==> config.mk <==
export PLATFORM = sky130hd
export DESIGN_NAME = ntm_output_vector_top
export DESIGN_NICKNAME = d
export VERILOG_FILES = /design/src/source/ntm_arith_pkg.sv /design/src/source/ntm_ctrl_pkg.sv /design/src/source/operand_pair_if.sv /design/src/source/row_sum_if.sv /design/src/source/matrix_vector_product.sv /design/src/source/ntm_output_vector_top.sv /design/src/source/output_vector.sv /design/src/source/vector_summation.sv
export SDC_FILE = /design/constraint.sdc
export NUM_CORES = 1
export LEC_CHECK = 0
export BUFFER_PORTS_ARGS = -buffer_cell sky130_fd_sc_hd__buf_2
export CORE_MARGIN = 2
export CORE_UTILIZATION = 30
export DETAILED_ROUTE_END_ITERATION = 10
export PLACE_DENSITY = 0.44
export SLEW_MARGIN = 25
export SYNTH_ARGS = -nofsm -noshare
export SYNTH_HDL_FRONTEND = slang
export SYNTH_SLANG_ARGS = --single-unit
==> constraint.sdc <==
create_clock -name CLK -period 6.6 [get_ports CLK]
set_input_delay 0.66 -clock CLK [delete_from_list [all_inputs] [get_ports CLK]]
set_output_delay 0.66 -clock CLK [all_outputs]
set_load 0.05 [all_outputs]
==> src/source/ntm_arith_pkg.sv <==
package ntm_arith_pkg;

  ////////////////////////////////////////////////////////////
  // Datapath words
  ////////////////////////////////////////////////////////////

  // Default width of the K, r, U, h and y elements
  // Values are two's complement
  // Products and sums wrap modulo 2^DATA_SIZE
  localparam int DATA_SIZE_DEFAULT = 16;

  ////////////////////////////////////////////////////////////
  // Size fields
  ////////////////////////////////////////////////////////////

  // Width of the size_y, size_w and size_l inputs
  // Row and column counters and row indices use the same width
  // Must hold the largest MAX_SIZE in use
  localparam int SIZE_FIELD_WIDTH = 8;

endpackage

==> src/source/ntm_ctrl_pkg.sv <==
package ntm_ctrl_pkg;

  ////////////////////////////////////////////////////////////
  // Sequencer phase
  ////////////////////////////////////////////////////////////

  // IDLE waits for start
  // FIRST_PRODUCT streams K and r, row by row
  // SECOND_PRODUCT streams U and h, row by row
  // DRAIN waits for the last y element to leave the pipeline
  typedef enum logic [1:0] {
    IDLE           = 2'd0,
    FIRST_PRODUCT  = 2'd1,
    SECOND_PRODUCT = 2'd2,
    DRAIN          = 2'd3
  } phase_t;

  ////////////////////////////////////////////////////////////
  // Size limits
  ////////////////////////////////////////////////////////////

  // Default largest Y, W or L
  // Also the default depth of the row-sum buffer
  localparam int MAX_SIZE_DEFAULT = 16;

endpackage

==> src/source/operand_pair_if.sv <==
`timescale 1ns/1ns

// Operand pairs from the sequencer to the MAC unit
// One pair per enable, rows back to back
interface operand_pair_if #(
  parameter int DATA_SIZE = ntm_arith_pkg::DATA_SIZE_DEFAULT
);

  // Matrix element, K or U
  logic [DATA_SIZE-1:0] a;
  // Vector element, r or h
  logic [DATA_SIZE-1:0] b;

  // One strobe per accepted pair
  logic enable;
  // Final pair of the current row
  logic row_last;

  // Sequencer side
  modport source (
    output a,
    output b,
    output enable,
    output row_last
  );

  // MAC side
  modport sink (
    input a,
    input b,
    input enable,
    input row_last
  );

endinterface

==> src/source/row_sum_if.sv <==
`timescale 1ns/1ns

// Finished row sums from the MAC unit to the summation unit
// Index and last travel with the sum they belong to
interface row_sum_if #(
  parameter int DATA_SIZE = ntm_arith_pkg::DATA_SIZE_DEFAULT
);

  // Dot product of one matrix row with the vector
  logic [DATA_SIZE-1:0] sum;
  // Valid for one cycle per row
  logic enable;
  // Row number y
  logic [ntm_arith_pkg::SIZE_FIELD_WIDTH-1:0] index;
  // Final row of the phase that produced it
  logic last;

  // MAC side
  modport source (
    output sum,
    output enable,
    output index,
    output last
  );

  // Summation side
  modport sink (
    input sum,
    input enable,
    input index,
    input last
  );

endinterface

==> src/source/matrix_vector_product.sv <==
`timescale 1ns/1ns

module matrix_vector_product #(
  parameter int DATA_SIZE = ntm_arith_pkg::DATA_SIZE_DEFAULT
) (
  input logic CLK,
  input logic RST,

  // Operand pairs from the sequencer
  operand_pair_if.sink pair,

  // Side information, sampled with the last pair of a row
  input logic [ntm_arith_pkg::SIZE_FIELD_WIDTH-1:0] row_index,
  input logic                                       phase_last,

  // Completed row sums
  row_sum_if.source sums
);

  ////////////////////////////////////////////////////////////
  // Signals
  ////////////////////////////////////////////////////////////

  logic [DATA_SIZE-1:0] product;
  logic [DATA_SIZE-1:0] acc;
  logic [DATA_SIZE-1:0] row_total;
  logic                 close_row;

  ////////////////////////////////////////////////////////////
  // Multiply and add
  ////////////////////////////////////////////////////////////

  // Low DATA_SIZE bits only
  // Same bits for signed and unsigned operands
  assign product = pair.a * pair.b;

  // Running sum including the current pair, wraps on overflow
  assign row_total = acc + product;

  assign close_row = pair.enable && pair.row_last;

  // Accumulator and sum strobe
  always_ff @(posedge CLK or posedge RST) begin
    if (RST) begin
      acc         <= '0;
      sums.enable <= 1'b0;
    end else begin
      // Sum valid one cycle after the last pair of its row
      sums.enable <= close_row;

      if (pair.enable) begin
        if (pair.row_last) begin
          // Next row starts from zero
          // First pair of that row arrives no earlier than the next cycle
          acc <= '0;
        end else begin
          acc <= row_total;
        end
      end
    end
  end

  // Row sum payload, qualified by sums.enable
  always_ff @(posedge CLK) begin
    if (close_row) begin
      sums.sum   <= row_total;
      sums.index <= row_index;
      sums.last  <= phase_last;
    end
  end

endmodule

==> src/source/ntm_output_vector_top.sv <==
`timescale 1ns/1ns

// y = K·r + U·h
module ntm_output_vector_top #(
  parameter int DATA_SIZE = ntm_arith_pkg::DATA_SIZE_DEFAULT,
  parameter int MAX_SIZE  = ntm_ctrl_pkg::MAX_SIZE_DEFAULT
) (
  input logic CLK,
  input logic RST,

  // Handshake
  input  logic start,
  output logic ready,
  output logic busy,

  // Sizes
  input logic [ntm_arith_pkg::SIZE_FIELD_WIDTH-1:0] size_y,
  input logic [ntm_arith_pkg::SIZE_FIELD_WIDTH-1:0] size_w,
  input logic [ntm_arith_pkg::SIZE_FIELD_WIDTH-1:0] size_l,

  // Operands
  input logic [DATA_SIZE-1:0] k_in,
  input logic [DATA_SIZE-1:0] r_in,
  input logic [DATA_SIZE-1:0] u_in,
  input logic [DATA_SIZE-1:0] h_in,
  input logic                 k_in_enable,
  input logic                 u_in_enable,

  // Result
  output logic [DATA_SIZE-1:0] y_out,
  output logic                 y_out_enable
);

  ////////////////////////////////////////////////////////////
  // Internal wiring
  ////////////////////////////////////////////////////////////

  logic [ntm_arith_pkg::SIZE_FIELD_WIDTH-1:0] row_index;
  logic                                       phase_last;
  ntm_ctrl_pkg::phase_t                       phase;
  logic                                       y_last;

  operand_pair_if #(.DATA_SIZE(DATA_SIZE)) pair_bus ();
  row_sum_if      #(.DATA_SIZE(DATA_SIZE)) sum_bus ();

  // Sequencer
  output_vector #(
    .DATA_SIZE(DATA_SIZE),
    .MAX_SIZE (MAX_SIZE)
  ) i_output_vector (
    .CLK        (CLK),
    .RST        (RST),
    .start      (start),
    .ready      (ready),
    .busy       (busy),
    .size_y     (size_y),
    .size_w     (size_w),
    .size_l     (size_l),
    .k_in       (k_in),
    .r_in       (r_in),
    .u_in       (u_in),
    .h_in       (h_in),
    .k_in_enable(k_in_enable),
    .u_in_enable(u_in_enable),
    .pair       (pair_bus.source),
    .row_index  (row_index),
    .phase_last (phase_last),
    .phase      (phase),
    .y_last     (y_last)
  );

  // Row dot products
  matrix_vector_product #(
    .DATA_SIZE(DATA_SIZE)
  ) i_matrix_vector_product (
    .CLK       (CLK),
    .RST       (RST),
    .pair      (pair_bus.sink),
    .row_index (row_index),
    .phase_last(phase_last),
    .sums      (sum_bus.source)
  );

  // K·r buffer and final addition
  vector_summation #(
    .DATA_SIZE(DATA_SIZE),
    .MAX_SIZE (MAX_SIZE)
  ) i_vector_summation (
    .CLK         (CLK),
    .RST         (RST),
    .phase       (phase),
    .sums        (sum_bus.sink),
    .y_out       (y_out),
    .y_out_enable(y_out_enable),
    .y_last      (y_last)
  );

endmodule

==> src/source/output_vector.sv <==
`timescale 1ns/1ns

module output_vector #(
  parameter int DATA_SIZE = ntm_arith_pkg::DATA_SIZE_DEFAULT,
  parameter int MAX_SIZE  = ntm_ctrl_pkg::MAX_SIZE_DEFAULT
) (
  input logic CLK,
  input logic RST,

  // Host handshake
  input  logic start,
  output logic ready,
  output logic busy,

  // Problem sizes, sampled with start
  input logic [ntm_arith_pkg::SIZE_FIELD_WIDTH-1:0] size_y,
  input logic [ntm_arith_pkg::SIZE_FIELD_WIDTH-1:0] size_w,
  input logic [ntm_arith_pkg::SIZE_FIELD_WIDTH-1:0] size_l,

  // Operand streams
  input logic [DATA_SIZE-1:0] k_in,
  input logic [DATA_SIZE-1:0] r_in,
  input logic [DATA_SIZE-1:0] u_in,
  input logic [DATA_SIZE-1:0] h_in,
  input logic                 k_in_enable,
  input logic                 u_in_enable,

  // Pairs to the MAC unit
  operand_pair_if.source pair,

  // Side information for the MAC unit
  output logic [ntm_arith_pkg::SIZE_FIELD_WIDTH-1:0] row_index,
  output logic                                       phase_last,
  output ntm_ctrl_pkg::phase_t                       phase,

  // Final y element leaves the summation unit
  input logic y_last
);

  ////////////////////////////////////////////////////////////
  // Constants and signals
  ////////////////////////////////////////////////////////////

  localparam int SW = ntm_arith_pkg::SIZE_FIELD_WIDTH;

  localparam logic [SW-1:0] SIZE_ONE = SW'(1);
  localparam logic [SW-1:0] SIZE_MAX = SW'(MAX_SIZE);

  // Sizes of the current run
  logic [SW-1:0] size_y_q;
  logic [SW-1:0] size_w_q;
  logic [SW-1:0] size_l_q;

  // Position inside the current matrix
  logic [SW-1:0] col_cnt;
  logic [SW-1:0] row_cnt;

  logic [SW-1:0] row_width;
  logic          in_second;
  logic          accept;
  logic          col_last;
  logic          row_final;

  // Keeps a bad size from running past the row-sum buffer
  function automatic logic [SW-1:0] clamp_size(input logic [SW-1:0] size);
    logic [SW-1:0] result;
    result = size;
    if (size == '0) begin
      result = SIZE_ONE;
    end else if (size > SIZE_MAX) begin
      result = SIZE_MAX;
    end
    return result;
  endfunction

  ////////////////////////////////////////////////////////////
  // Strobe selection
  ////////////////////////////////////////////////////////////

  assign in_second = (phase == ntm_ctrl_pkg::SECOND_PRODUCT);

  // Strobes outside their own phase are dropped
  assign accept = ((phase == ntm_ctrl_pkg::FIRST_PRODUCT) && k_in_enable) ||
                  (in_second && u_in_enable);

  // Row length is W for K and L for U
  assign row_width = in_second ? size_l_q : size_w_q;
  assign col_last  = (col_cnt == row_width - SIZE_ONE);
  assign row_final = (row_cnt == size_y_q - SIZE_ONE);

  // Pair goes out on the strobe cycle itself
  assign pair.a        = in_second ? u_in : k_in;
  assign pair.b        = in_second ? h_in : r_in;
  assign pair.enable   = accept;
  assign pair.row_last = accept && col_last;

  assign row_index  = row_cnt;
  assign phase_last = row_final;

  ////////////////////////////////////////////////////////////
  // Phase FSM and counters
  ////////////////////////////////////////////////////////////

  always_ff @(posedge CLK or posedge RST) begin
    if (RST) begin
      phase    <= ntm_ctrl_pkg::IDLE;
      ready    <= 1'b0;
      busy     <= 1'b0;
      size_y_q <= SIZE_ONE;
      size_w_q <= SIZE_ONE;
      size_l_q <= SIZE_ONE;
      col_cnt  <= '0;
      row_cnt  <= '0;
    end else begin
      // Single-cycle pulse
      ready <= 1'b0;

      case (phase)
        ntm_ctrl_pkg::IDLE: begin
          if (start) begin
            size_y_q <= clamp_size(size_y);
            size_w_q <= clamp_size(size_w);
            size_l_q <= clamp_size(size_l);
            col_cnt  <= '0;
            row_cnt  <= '0;
            busy     <= 1'b1;
            phase    <= ntm_ctrl_pkg::FIRST_PRODUCT;
          end
        end

        ntm_ctrl_pkg::FIRST_PRODUCT,
        ntm_ctrl_pkg::SECOND_PRODUCT: begin
          if (accept) begin
            if (col_last) begin
              col_cnt <= '0;
              if (row_final) begin
                row_cnt <= '0;
                // K done, U strobes accepted from the next cycle on
                if (in_second) begin
                  phase <= ntm_ctrl_pkg::DRAIN;
                end else begin
                  phase <= ntm_ctrl_pkg::SECOND_PRODUCT;
                end
              end else begin
                row_cnt <= row_cnt + SIZE_ONE;
              end
            end else begin
              col_cnt <= col_cnt + SIZE_ONE;
            end
          end
        end

        ntm_ctrl_pkg::DRAIN: begin
          // Ready one cycle after the final y element
          if (y_last) begin
            ready <= 1'b1;
            busy  <= 1'b0;
            phase <= ntm_ctrl_pkg::IDLE;
          end
        end

        default: begin
          phase <= ntm_ctrl_pkg::IDLE;
        end
      endcase
    end
  end

endmodule

==> src/source/vector_summation.sv <==
`timescale 1ns/1ns

module vector_summation #(
  parameter int DATA_SIZE = ntm_arith_pkg::DATA_SIZE_DEFAULT,
  parameter int MAX_SIZE  = ntm_ctrl_pkg::MAX_SIZE_DEFAULT
) (
  input logic CLK,
  input logic RST,

  // Current sequencer phase
  input ntm_ctrl_pkg::phase_t phase,

  // Row sums from the MAC unit
  row_sum_if.sink sums,

  // Output vector y
  output logic [DATA_SIZE-1:0] y_out,
  output logic                 y_out_enable,
  output logic                 y_last
);

  ////////////////////////////////////////////////////////////
  // Constants and signals
  ////////////////////////////////////////////////////////////

  // Buffer address width, at least one bit
  localparam int ADDR_WIDTH = (MAX_SIZE > 1) ? $clog2(MAX_SIZE) : 1;

  // Phase in which the incoming row sum was produced
  ntm_ctrl_pkg::phase_t sum_phase;

  logic [ADDR_WIDTH-1:0] addr;
  logic                  store_first;
  logic                  add_second;

  // Phase-one row sums, one entry per row of K
  logic [DATA_SIZE-1:0] row_buf [MAX_SIZE];

  ////////////////////////////////////////////////////////////
  // Phase alignment
  ////////////////////////////////////////////////////////////

  // Row sums trail their last strobe by one cycle
  // The last sum of a phase arrives after the sequencer has moved on,
  // so the phase is delayed by the same cycle
  assign store_first = sums.enable && (sum_phase == ntm_ctrl_pkg::FIRST_PRODUCT);
  assign add_second  = sums.enable && (sum_phase == ntm_ctrl_pkg::SECOND_PRODUCT);

  // Index never exceeds MAX_SIZE-1
  assign addr = sums.index[ADDR_WIDTH-1:0];

  // Control registers
  always_ff @(posedge CLK or posedge RST) begin
    if (RST) begin
      sum_phase    <= ntm_ctrl_pkg::IDLE;
      y_out_enable <= 1'b0;
      y_last       <= 1'b0;
    end else begin
      sum_phase <= phase;

      // One output per phase-two row sum
      y_out_enable <= add_second;
      // Final row of phase two closes the vector
      y_last       <= add_second && sums.last;
    end
  end

  ////////////////////////////////////////////////////////////
  // Buffer and output word
  ////////////////////////////////////////////////////////////

  always_ff @(posedge CLK) begin
    // K·r row sums wait here for phase two
    if (store_first) begin
      row_buf[addr] <= sums.sum;
    end

    // U·h row sum plus the stored K·r sum, wraps on overflow
    if (add_second) begin
      y_out <= row_buf[addr] + sums.sum;
    end
  end

endmodule

# After elaboration in Yosys (flattened, before gate mapping)
# Memories as Yosys holds them, arrays and structs flattened. A register that Yosys moved wholly into a read port is not among the register bits.
# Cells that the tools add are included.
totals:
  reg_bits: 102
  latchBits: 0
  mem_bits_rw: 256
  rom_bits: 0
  in_bits: 93
  memories: 1
op_classes:
  add_sub_neg: 6
  mul: 1
  div_mod_pow: 0
  magnitude_cmp: 3
  eq_ne: 12
  shifts: 0
  mux: 33
  n_bitwise: 0
  reduce_logical: 20
memory_table:
  columns: ["memory", "words", "word_bits", "rd", "rd_clocked_by_memory_dff", "wr", "line_no", "text"]
  rows:
  - ["i_vector_summation.row_buf", 16, 16, 1, 1, 1, "vector_summation.sv:37", "logic [DATA_SIZE-1:0] row_buf [MAX_SIZE];"]
op_table:
  columns: ["operator", "n"]
  rows:
  - ["$mux 8", 13]
  - ["$mux 16", 3]
  - ["$add 16x16->16", 2]
  - ["$pmux 8 s2", 2]
  - ["$gt 8x5->1 const B", 3]
  - ["$logic_not 8->1", 3]
  - ["$add 8x1->8 const B", 2]
  - ["$eq 8x8->1", 2]
  - ["$mul 16x16->16", 1]
  - ["$sub 8x1->8 const B", 2]
  - ["$mux 2", 5]
  - ["$ne 2x1->1 const B", 4]
  - ["$logic_and 1x1->1", 7]
  - ["$mux 1", 7]
  - ["$eq 2x2->1 const B", 3]
  - ["$pmux 2 s3", 1]
  - ["$reduce_and 3->1", 2]
  - ["$reduce_and 5->1", 1]
  - ["$eq 2x1->1 const B", 2]
  - ["$mux 4", 1]
  - ["$reduce_and 4->1", 1]
  - ["$reduce_bool 2->1", 2]
  - ["$logic_not 2->1", 1]
  - ["$ne 2x2->1 const B", 1]
  - ["4 further kinds", 4]

# Logic depth before layout (Yosys ltp)
# Gate-level depths: netlist (run 1).
logic_depth:
  depth_word: 7
  mapped_depth: 31
  ltp_nobuf: 25

# Cells and area by module
# Synthesis (run 1) repeated with hierarchy kept, for this count alone.
unflattened:
  hier_cells: 1424
  area_unflattened_um2: 19817.8
by_module_without_submodules:
  columns: ["mod", "n_inst", "cells_per_inst", "area_per_inst_um2"]
  rows:
  - ["vector_summation", 1, 501, 11023.1]
  - ["matrix_vector_product", 1, 627, 5860.6]
  - ["output_vector", 1, 296, 2934.1]

# Least setup slack after synthesis (run 1)
# No wires, ideal clock.
synth_timing:
  path_type: "register -> register"
  start: "reg i_output_vector.phase[0]"
  end: "reg i_matrix_vector_product.acc[14]"
  t_arrival_ns: 6.912
  required_time_ns: 6.480
  path_slack_ns: -0.432
  stages_incl_launch_ff: 29
  path_buffers: 7
  synth_period_minus_slack_ns: 7.032
  cell_sequence: "dfrtp_1 > inv_1 > ha_1 > buf_6 > buf_6 > buf_12 > buf_8 > buf_4 > clkbuf_1 > buf_2 > mux2i_1 > nor2_1 > fa_1 > inv_1 > fa_1 > fa_1 > fa_1 > inv_1 > fa_1 > inv_1 > fa_1 > inv_1 > ha_1 > nand3_1 > nand2_1 > a41o_1 > o41a_1 > xor2_1 > a31o_2"
synth_between:
  elab_cells_between_ends: 14
  classes_between: "2 x add/sub; 1 x mul; 3 x eq/ne; 4 x mux; 4 x reduce/logical"
synth_lines:
  columns: ["item", "line_no", "text"]
  rows:
  - ["start, declared", "output_vector.sv:34", "output ntm_ctrl_pkg::phase_t phase,"]
  - ["start signal, assigned", "output_vector.sv:106", "phase <= ntm_ctrl_pkg::IDLE;"]
  - ["start signal, assigned", "output_vector.sv:127", "phase <= ntm_ctrl_pkg::FIRST_PRODUCT;"]
  - ["start signal, assigned", "output_vector.sv:140", "phase <= ntm_ctrl_pkg::DRAIN;"]
  - ["$eq 2x2->1 (*)", "output_vector.sv:80", "assign in_second = (phase == ntm_ctrl_pkg::SECOND_PRODUCT);"]
  - ["$mux 16, on equally long branches", "output_vector.sv:92, output_vector.sv:93", null]
  - ["$mul 16x16->16 (*)", "matrix_vector_product.sv:35", "assign product = pair.a * pair.b;"]
  - ["$add 16x16->16 (*)", "matrix_vector_product.sv:38", "assign row_total = acc + product;"]
  - ["via i_matrix_vector_product.row_total[14]", "matrix_vector_product.sv:26", "logic [DATA_SIZE-1:0] row_total;"]
  - ["$mux 16 (*)", "matrix_vector_product.sv:52", "if (pair.row_last) begin"]
  - ["end signal, assigned", "matrix_vector_product.sv:57", "acc <= row_total;"]
  - ["end, declared", "matrix_vector_product.sv:25", "logic [DATA_SIZE-1:0] acc;"]
# Mark *: on every way through the listed nets, which the timed path passes. The rest lies on a longest branch.
# A chain may end at the register's enable or synchronous reset.

# Worst setup path in the final report (run 1)
# Ends and elaborated chain as after synthesis.

==> flow_summary.yaml, run 1 <==
setup_path:
  critical_path_arrival_ns: 6.73
  rrSetupSlack_ns: 0.30
  path_class: "reg2reg"
  critPathRequiredTime_ns: 7.03
  start_kind: "flop"
  crit_fanout: 12
  crit_path_end_kind: "flop"
global_routing:
  grtUsageTotal_pct: 14.51
  grt_overflow: 0
  grt_pass1_vias: 12350
  grt_max_degree: 66
  grt_pass1_wl_um: 74640
  antenna_found_initial: 0
route:
  drc: 0
  drt-initial-drc-count: 667
  drt-total-wl_um: 48090
  vias_per_cell: 4.668
  ant_nets: 0
  dr_total_vias: 11640
  drt_first_pass_iters: 4
  wl_per_cell_um: 19.29
final_layout:
  final_cell_mix: "edfxtp_1 (293), inv_1 (171), nand2_1 (119)"
  layout-drive-gt1-share_pct: 22.65
  n_antenna_cell: 0
  fill_cells: 6387
  area_growth_syn_to_layout_pct: 16.11
  final_common_cell: "edfxtp_1"
  layout.nets: 1862
sta:
  rsz0062_at_grt: "false"
  hold_slack_ns: 0.3465
  fmax_ghz: 0.1587
  min_period_ns: 6.301
  slew-limit-headroom_pct: 40.07
  slew_viol_final: 0
  fin_skew_ns: 0.02214
  tightest_slew_ns: 0.8990
  setup_violations: 0
  tns_ns: 0
  hold_viol: 0
  finalCritPeriodShare_pct: 95.47
power:
  cellPowerDensity_nw_per_um2: 384.7
  p_clk_share_pct: 25.1
  cellInternalPower_uw: 5788
  p_leak_uw: 0.008906
  p_switching_uw: 3086
  combPwrFrac_pct: 43.4
  peakVddDrop_mv: 0.4346
  seqPwrFrac_pct: 31.5
  sw_frac_of_total_pct: 34.77
synth:
  syn_area_um2: 19860
  ys_seq_area_share_pct: 52.90
  synth_area_per_cell_um2: 13.77
  async_reset_ff_share_pct: 17.96
  synthFlopType: "edfxtp_1"
  synth_warnings: 0
  synth_fp_nets: 1706
  ys_ff_latch: 362
  yosys.cell_types.count: 76
  synth_edf_count: 293
  synthCells: 1443
clock_network:
  cts_made_buffers: 42
  clk_latency_ns: 0.56
  cts-htree-levels: 2
  root_buffer: "clkbuf_16"
  cts_tree: "yes"
  clock-sinks: 362
  clock_path_buffers: 3
  clk_pin_slew_worst_paths_ns: 0.05
  holdBufCountCts: 0
floorplan:
  dieArea_um2: 68290
  die_w_um: 261.3
  io-pin-count: 112
  row_count: 94
  start_util_pct: 30.27
  core_um2: 65630
  dieHeight_um: 261.3
placement:
  dpl.hpwl_um: 33530
  place.port_buffers: 111
  gp_congestion: 0.8355
worst_hold_path:
  hold_path.class: "in2reg"
outcome:
  status: "completed"
run:
  cap_violations: 0
-- state kept, by name (all words and copies together), names as in the netlist, 2 cells and up, named ones only --
register and flops:
i_vector_summation.sum_phase 2, i_matrix_vector_product.sums.sum 16, i_output_vector.size_y_q 8, i_matrix_vector_product.sums.index 4
i_matrix_vector_product.acc 16, i_output_vector.size_l_q 8, i_vector_summation.row_buf 256, i_output_vector.col_cnt 8
i_output_vector.row_index 8, i_output_vector.phase 2, i_output_vector.size_w_q 8, i_vector_summation.y_out 16
-- metrics by stage --
step / utilization, % / total power (µW) / instances / worst slack [ns] / cell area, µm²
after detailed placement: 33.07 / 6742 / 2417 / 0.1468 / 21710
after CTS: 35.07 / 9031 / 2491 / 0.1333 / 23020
after global placement: 33.07 / 6679 / 2417 / 0.2689 / 21700
after floorplan: - / 5834 / 1443 / 0.01994 / 19920
final: 35.14 / 8873 / 2493 / 0.2992 / 23060
after global routing: 35.14 / 9636 / 2493 / 0.002825 / 23060
-- routing by layer --
layer | share of wire [%] | wire length (µm) | up-vias | GRT usage, %
met5 | 0 | 0 | - | 0
met4 | 1.6 | 754 | 0 | 3.235
met3 | 4.0 | 1946 | 48 | 2.149
met2 | 49 | 23420 | 241 | 24.93
met1 | 46 | 21960 | 5911 | 19.42
li1 | - | - | 5437 | -
-- kinds of logic (layout without fill, tap and decap cells) --
logic type | count (synthesis) | after routing | share of synthesized area, %
compound gates | 148 | 148 | 4.957
buf+inv | 215 | 401 | 4.378
fa+ha+maj | 170 | 170 | 14.30
simple gates | 336 | 336 | 7.766
mux | 131 | 131 | 11.94
xor+xnor | 81 | 81 | 3.754
flops | 362 | 362 | 52.90
-- power groups by stage --
stage	logic [µW]	registers [µW]	clock network [µW]
floorplan	3020	2820	0
global placement	3840	2840	0
detailed placement	3900	2840	0
CTS	3930	2800	2310
global route	4430	2810	2390
finish	3850	2790	2230
-- path summary, 6_finish.rpt --
kind | startpoint | end | cells past startpoint
worst max register to register | i_output_vector.phase[0] | i_matrix_vector_product.acc[14] | 22
worst min register to register | i_output_vector.size_w_q[0] | i_output_vector.size_w_q[0] | 2
worst min-delay path | size_w[2] | i_output_vector.size_w_q[2] | 2
worst max-delay path | i_output_vector.phase[0] | i_matrix_vector_product.acc[14] | 22
max in group asynchronous | RST | i_output_vector.size_y_q[2] | 3
min in group asynchronous | RST | i_output_vector.col_cnt[5] | 3
-- worst max-delay path, stage by stage, from the launching register on --
cell     delay, ns
dfrtp_1       0.37
inv_1         0.12
ha_4          0.31
buf_6         0.21
mux2_4        0.39
and2_1        0.19
fa_1          0.54
inv_1         0.06
fa_1          0.56
fa_1          0.45
fa_1          0.55
inv_1         0.05
fa_1          0.48
inv_1         0.05
fa_1          0.47
inv_1         0.06
ha_4          0.24
nand3_1       0.08
nand2_1       0.06
a41o_1        0.21
o41a_1        0.32
xor2_1        0.17
a31o_2        0.24
-- cell usage after synthesis, types with 5 or more instances --
| cell type | instances | area share, % |
|---|---|---|
| edfxtp_1 | 293 | 44 |
| inv_1 | 172 | 3.3 |
| nand2_1 | 119 | 2.2 |
| fa_1 | 95 | 9.6 |
| nor2_1 | 95 | 1.8 |
| mux4_2 | 80 | 9.1 |
| ha_1 | 75 | 4.7 |
| dfrtp_1 | 62 | 7.8 |
| xnor2_1 | 57 | 2.5 |
| o21ai_0 | 46 | 1.2 |
| a21oi_1 | 32 | 0.81 |
| mux2i_1 | 26 | 1.3 |
| clkbuf_1 | 25 | 0.47 |
| nand3_1 | 21 | 0.53 |
| nor3_1 | 21 | 0.53 |
| and2_1 | 20 | 0.63 |
| xor2_1 | 20 | 0.88 |
| mux2_2 | 19 | 1.1 |
| nand2b_1 | 14 | 0.44 |
| a21o_1 | 10 | 0.38 |
| a22o_1 | 10 | 0.44 |
| nor2b_1 | 9 | 0.28 |
| buf_1 | 8 | 0.15 |
| nor3b_1 | 6 | 0.23 |
| and3_1 | 5 | 0.16 |
| or2_2 | 5 | 0.16 |
| or3_1 | 5 | 0.16 |
-- final cells by class --
| cell class | instances | area (µm²) | share of cell area, % |
|---|---|---|---|
| sequential | 362 | 10520 | 45.60 |
| multi-input combinational | 866 | 8593 | 37.26 |
| clock buffer | 54 | 1116 | 4.839 |
| tap | 864 | 1081 | 4.687 |
| timing repair buffer | 155 | 914.6 | 3.966 |
| inverter | 172 | 645.6 | 2.799 |
| clock inverter | 20 | 196.4 | 0.8517 |
-- timing repair --
item	4_1_cts	5_1_grt
endpoints found under the setup margin	0	5
buffers inserted	0	1
gates resized for setup	0	3
No activity file was read; power rests on OpenSTA's default activity.
==> run 2: changes to the inputs <==
CORE_MARGIN = unset   (was 2)
==> run 2 against run 1 <==
  * Hold slack lost 0.23 ns
  * Cell area is essentially flat
  * Clock skew grew 0.013 ns
  * Non-clock buffer count grew 2
  * Combinational power is essentially flat
  * Die area shrank 1.5%
  * Sequential cell count is the same
  * Largest power group unchanged
  * Clock power is essentially flat
==> flow_summary.yaml, run 2 (same netlist as run 1, synthesis figures left out) <==
final_layout:
  area_growth_syn_to_layout_pct: 16.09
  largest-register: "i_vector_summation.row_buf"
  layout.nets: 1864
  layout-drive-gt1-share_pct: 22.28
  n_antenna_cell: 0
  final_cell_mix: "edfxtp_1 (293), inv_1 (171), nand2_1 (119)"
  largest_reg_flops: 256
  stdcell_area_um2: 23060
  fill_cells: 6350
  final_common_cell: "edfxtp_1"
clock_network:
  clk_latency_ns: 0.57
  clk_pin_slew_worst_paths_ns: 0.06
  ctsResizeCount: 0
  root_buffer: "clkbuf_16"
  cts_tree: "yes"
  cts_made_buffers: 42
  clock_path_buffers: 3
  postCtsSetupRepairBufs: 0
  cts-htree-levels: 2
  clock-sinks: 362
  holdBufCountCts: 0
route:
  drt-total-wl_um: 48490
  dr_total_vias: 11720
  wl_per_cell_um: 19.48
  ant_nets: 0
  drt-initial-drc-count: 564
  drc: 0
  vias_per_cell: 4.709
  drt_first_pass_iters: 5
setup_path:
  crit_fanout: 13
  critPathRequiredTime_ns: 7.04
  rr_worst_depth: 20
  start_kind: "flop"
  cpPeakStageDelay_ns: 0.64
  critical_path_depth: 20
  path_class: "reg2reg"
  crit_path_end_kind: "flop"
  crit_top_cell: "fa_1"
  crit_family: "adder cells"
  worstPathCellList: "inv_1, ha_4, nor2b_1, a21oi_1, nor2_1, fa_1, fa_1, ha_1, fa_1, inv_1, fa_1, fa_1, inv_1, ha_1, a21o_1, a31o_2, a41o_1, o41a_1, xor2_1, a31o_2"
  crit_slowest_cell: "a21oi_1"
  critical_path_arrival_ns: 6.77
  cp_num_buf_inv: 3
placement:
  dpl.hpwl_um: 33760
  gp_congestion: 0.8135
  dpl_cell_area_um2: 21710
  dp_slack_ns: 0.1675
  place.port_buffers: 111
floorplan:
  core_um2: 64930
  start_util_pct: 30.59
  die_w_um: 259.3
  dieArea_um2: 67250
  row_count: 93
  io-pin-count: 112
  dieHeight_um: 259.3
sta:
  min_period_ns: 6.334
  tightest_slew_ns: 0.8087
  rsz0062_at_grt: "false"
  hold_viol: 0
  finalCritPeriodShare_pct: 95.96
  slew_viol_final: 0
  fin_skew_ns: 0.03479
  hold_slack_ns: 0.1203
  fmax_ghz: 0.1579
  setup_violations: 0
  setup_ws_ns: 0.2665
  tns_ns: 0
  slew-limit-headroom_pct: 45.95
outcome:
  status: "completed"
global_routing:
  grt_max_degree: 66
  grtUsageTotal_pct: 14.86
  antenna_found_initial: 0
  grt_pass1_wl_um: 75070
  grt_overflow: 0
  grt_pass1_vias: 12490
power:
  p_leak_uw: 0.008906
  cellPowerDensity_nw_per_um2: 385.3
  peakVddDrop_mv: 0.3903
run:
  cap_violations: 0
worst_hold_path:
  hold_path.class: "in2async"
## run 2: where the power goes
| part | leakage, µW | switching [µW] | total, µW | internal [µW] |
|---|---|---|---|---|
| Sequential | 0.00351 | 72.4 | 2790 | 2720 |
| Clock | 0.000636 | 923 | 2220 | 1300 |
| Combinational | 0.00476 | 2120 | 3870 | 1760 |
## run 2: through the flow
step / cells / power [µW] / util [%]
after floorplan: 1443 / 5834 / -
after global placement: 2408 / 6685 / 33.39
after detailed placement: 2409 / 6754 / 33.44
after CTS: 2486 / 9032 / 35.45
after global routing: 2489 / 9625 / 35.52
final: 2489 / 8885 / 35.52
## run 2: layout make-up
class	instances	area, µm²	area share [%]
Clock inverter	22	205.2	0.8898
Multi-Input combinational cell	866	8582	37.21
Tap cell	855	1070	4.639
Clock buffer	55	1100	4.769
Timing Repair Buffer	157	944.7	4.096
Inverter	172	645.6	2.800
Sequential cell	362	10510	45.59
## run 2: worst paths after layout
check	startpoint	endpoint	slack, ns
worst min-delay path	RST	i_output_vector.size_l_q[7]	0.12
worst min register to register	i_matrix_vector_product.sums.last	i_vector_summation.y_last	0.46
min in group CLK	size_w[2]	i_output_vector.size_w_q[2]	0.34
worst max-delay path	i_output_vector.phase[0]	i_matrix_vector_product.acc[14]	0.27
max in group asynchronous	RST	i_output_vector.size_w_q[0]	5.89
worst max register to register	i_output_vector.phase[0]	i_matrix_vector_product.acc[14]	0.27
## run 2: tightest hold or removal path, cell delays in order
cell and delay (ns):
buf_2 0.10, inv_2 0.03, buf_4 0.25
## run 2: layer usage
layer,track usage [%],vias up,routed length [µm]
li1,-,5451,-
met1,19.63,5928,21810
met2,25.12,270,23420
met3,2.558,72,2169
met4,3.889,0,1086
met5,0,-,0
==> run 3: changes to the inputs <==
ABC_AREA = 1   (was unset)
CELL_PAD_IN_SITES_DETAIL_PLACEMENT = 2   (was unset)
CELL_PAD_IN_SITES_GLOBAL_PLACEMENT = 2   (was unset)
PLACE_DENSITY = 0.62   (was 0.44)
==> run 3 against run 2 <==
  * First-iteration DRC count fell by 17%
  * Sequential share of layout area decreased by 1.4 points
  * Hold slack better by 0.011 ns
  * Maximum frequency increased by 1.4%
  * Critical path depth up 5
  * Core utilization down 0.37 points
  * Combinational power is essentially flat
  * Non-clock buffer count rose by 1
  * Synthesized area is 4.1% higher
  * Via count is 28% higher
  * Clock power about the same
  * Routed wire length grew 33%
  * Critical path type unchanged
  * Critical endpoint is now i_matrix_vector_product.sums.sum[15]
  * Largest cell class unchanged
==> flow_summary.yaml, run 3 <==
outcome:
  status: "completed"
power:
  p_leak_uw: 0.01059
  peakVddDrop_mv: 0.3819
  cellPowerDensity_nw_per_um2: 371.7
synth:
  synthFlopType: "edfxtp_1"
  synth_top_family_by_area: "adder cells"
  synth_most_common_cell: "inv_1"
  synthTopCellsByCount: "inv_1 (358), nand2_1 (352), edfxtp_1 (293)"
  synth_compound_area_share_pct: 9.890
  synth_fp_nets: 2289
  synthAdderAreaFrac_pct: 13.73
  synth_edf_count: 293
  async_reset_ff_share_pct: 17.96
  ys_ff_latch: 362
  yosys.cell_types.count: 50
  synth_area_leaders: "edfxtp_1 (43%), fa_1 (9.2%), dfrtp_1 (7.5%)"
  yosysTopAreaCell: "edfxtp_1"
  synthCells: 2026
  muxShareOfSynthArea_pct: 3.151
  synth_warnings: 0
  synth.top_cell.area_share_pct: 42.54
  ys_seq_area_share_pct: 50.80
  synth_simple_gate_area_share_pct: 11.65
  syn_area_um2: 20680
  synth_area_per_cell_um2: 10.21
  synth-xor-area-share_pct: 2.662
floorplan:
  die_w_um: 264.6
  io-pin-count: 112
  dieArea_um2: 70000
  row_count: 95
  start_util_pct: 30.53
  dieHeight_um: 264.6
  core_um2: 67750
sta:
  setup_violations: 0
  rsz0062_at_grt: "true"
  finalCritPeriodShare_pct: 94.61
  tightest_slew_ns: 0.9358
  min_period_ns: 6.244
  fmax_ghz: 0.1601
  hold_slack_ns: 0.1317
  slew_viol_final: 0
  fin_skew_ns: 0.02445
  slew-limit-headroom_pct: 37.61
  hold_viol: 0
clock_network:
  cts_tree: "yes"
  clock-sinks: 362
  root_buffer: "clkbuf_16"
  clk_latency_ns: 0.57
  cts_made_buffers: 43
  clock_path_buffers: 3
  cts-htree-levels: 2
  postCtsSetupRepairBufs: 0
  clk_pin_slew_worst_paths_ns: 0.06
route:
  dr_total_vias: 14980
  drc: 0
  drt-total-wl_um: 64430
  vias_per_cell: 4.876
  ant_nets: 0
  drt-initial-drc-count: 467
  drt_first_pass_iters: 4
  wl_per_cell_um: 20.97
placement:
  dpl.hpwl_um: 46040
  place.port_buffers: 111
  gp_congestion: 0.8397
global_routing:
  grt_pass1_vias: 17050
  antenna_found_initial: 0
  grt_overflow: 0
  grtUsageTotal_pct: 18.66
  grt_max_degree: 72
  grt_pass1_wl_um: 99860
final_layout:
  final_common_cell: "inv_1"
  largest_reg_flops: 256
  largest-register: "i_vector_summation.row_buf"
  fill_cells: 7397
  layout-drive-gt1-share_pct: 13.19
  multi_input_area_um2: 8594
  regArea_um2: 10520
  final_cell_mix: "inv_1 (355), nand2_1 (351), edfxtp_1 (293)"
  final_core_util_pct: 35.15
  layout.nets: 2427
  area_growth_syn_to_layout_pct: 15.13
setup_path:
  crit_top_cell: "inv_1"
  path_class: "reg2reg"
  critical_path_arrival_ns: 6.56
  cpPeakStageDelay_ns: 0.55
  crit_path_end_kind: "flop"
  critPathRequiredTime_ns: 6.91
  crit_slowest_cell: "fa_1"
  crit_fanout: 20
  start_kind: "flop"
run:
  cap_violations: 0
worst_hold_path:
  hold_path.class: "in2async"
==> run 3: cell types whose count changed after synthesis, moves of 15 or more <==
cell      delta
o21ai_2     +15
a21oi_1     +66
nor2_1      +29
and2_1      -18
inv_1      +186
nand2_1    +233
mux2i_1     +38
o211ai_1    +59
o21ai_0     +88
xor2_1      +25
mux4_2      -80
mux2_2      -18
xnor2_1     -41
nand3_1     +48
==> run 3: kinds of logic after synthesis <==
family / after synthesis
simple gates: 586
compound gates: 351
fa+ha+maj: 170
xor+xnor: 62
flops: 362
mux: 65
buf+inv: 430
==> run 3: stage by stage <==
stage          setup WS, ns  area (µm²)  setup TNS, ns  instances  total power [µW]
2_1_floorplan        0.5263       20680              0       2026              5533
3_3_place_gp         0.1069       22460              0       2992              6535
3_5_place_dp       -0.08899       22460        -0.2586       2992              6752
4_1_cts             0.01414       23770              0       3071              9034
5_1_grt           -0.002561       23810      -0.002561       3071              9581
6_report             0.3556       23810              0       3072              8851
==> run 3: worst paths after layout <==
check,startpoint,to,slack (ns),cells after the start
max,i_output_vector.phase[0],i_matrix_vector_product.sums.sum[15],0.36,25
min,RST,i_output_vector.ready,0.13,2
max reg2reg,i_output_vector.phase[0],i_matrix_vector_product.sums.sum[15],0.36,25
min reg2reg,i_output_vector.phase[1],i_vector_summation.sum_phase[1],0.48,0
max in group asynchronous,RST,i_matrix_vector_product.acc[4],5.41,3
min in group CLK,size_w[1],i_output_vector.size_w_q[1],0.36,3
==> run 3: layer usage <==
| metal | global-route usage, % | up-vias | part of all wire, % |
|---|---|---|---|
| li1 | - | 6979 | - |
| met1 | 22.88 | 7696 | 43 |
| met2 | 34.43 | 215 | 52 |
| met3 | 2.127 | 89 | 2.6 |
| met4 | 4.903 | 0 | 2.2 |
| met5 | 0 | - | 0 |
==> run 3: what timing repair did <==
item,in CTS,in global routing
hold endpoints to repair,0,0
setup endpoints to repair,5,10
resized for setup,2,9
pin swaps,0,0
hold buffers,0,0
==> run 3: critical path: cells and delay by family, from the launching register on <==
family	cells	cell delay, ns
flip-flops	1	0.38
AO/OA/AOI/OAI	2	0.31
buffers and inverters	8	0.83
AND/OR/NAND/NOR	7	0.76
adder cells (fa/ha/maj)	8	3.70
==> run 3: report_power, final <==
| group | switching (µW) | internal (µW) | total, µW |
|---|---|---|---|
| clock network | 972 | 1240 | 2220 |
| logic | 2460 | 1430 | 3890 |
| registers | 44.2 | 2700 | 2740 |
| total | 3480 | 5370 | 8850 |
==> run 3: cell type report <==
class | count | share of cell area [%]
diodes | 1 | 0.01051
repair buffers | 158 | 3.867
clock inverters | 17 | 0.5779
clock buffers | 62 | 4.902
flip-flops and latches | 362 | 44.15
inverters | 365 | 5.811
well taps | 873 | 4.587
multi-input cells | 1234 | 36.09
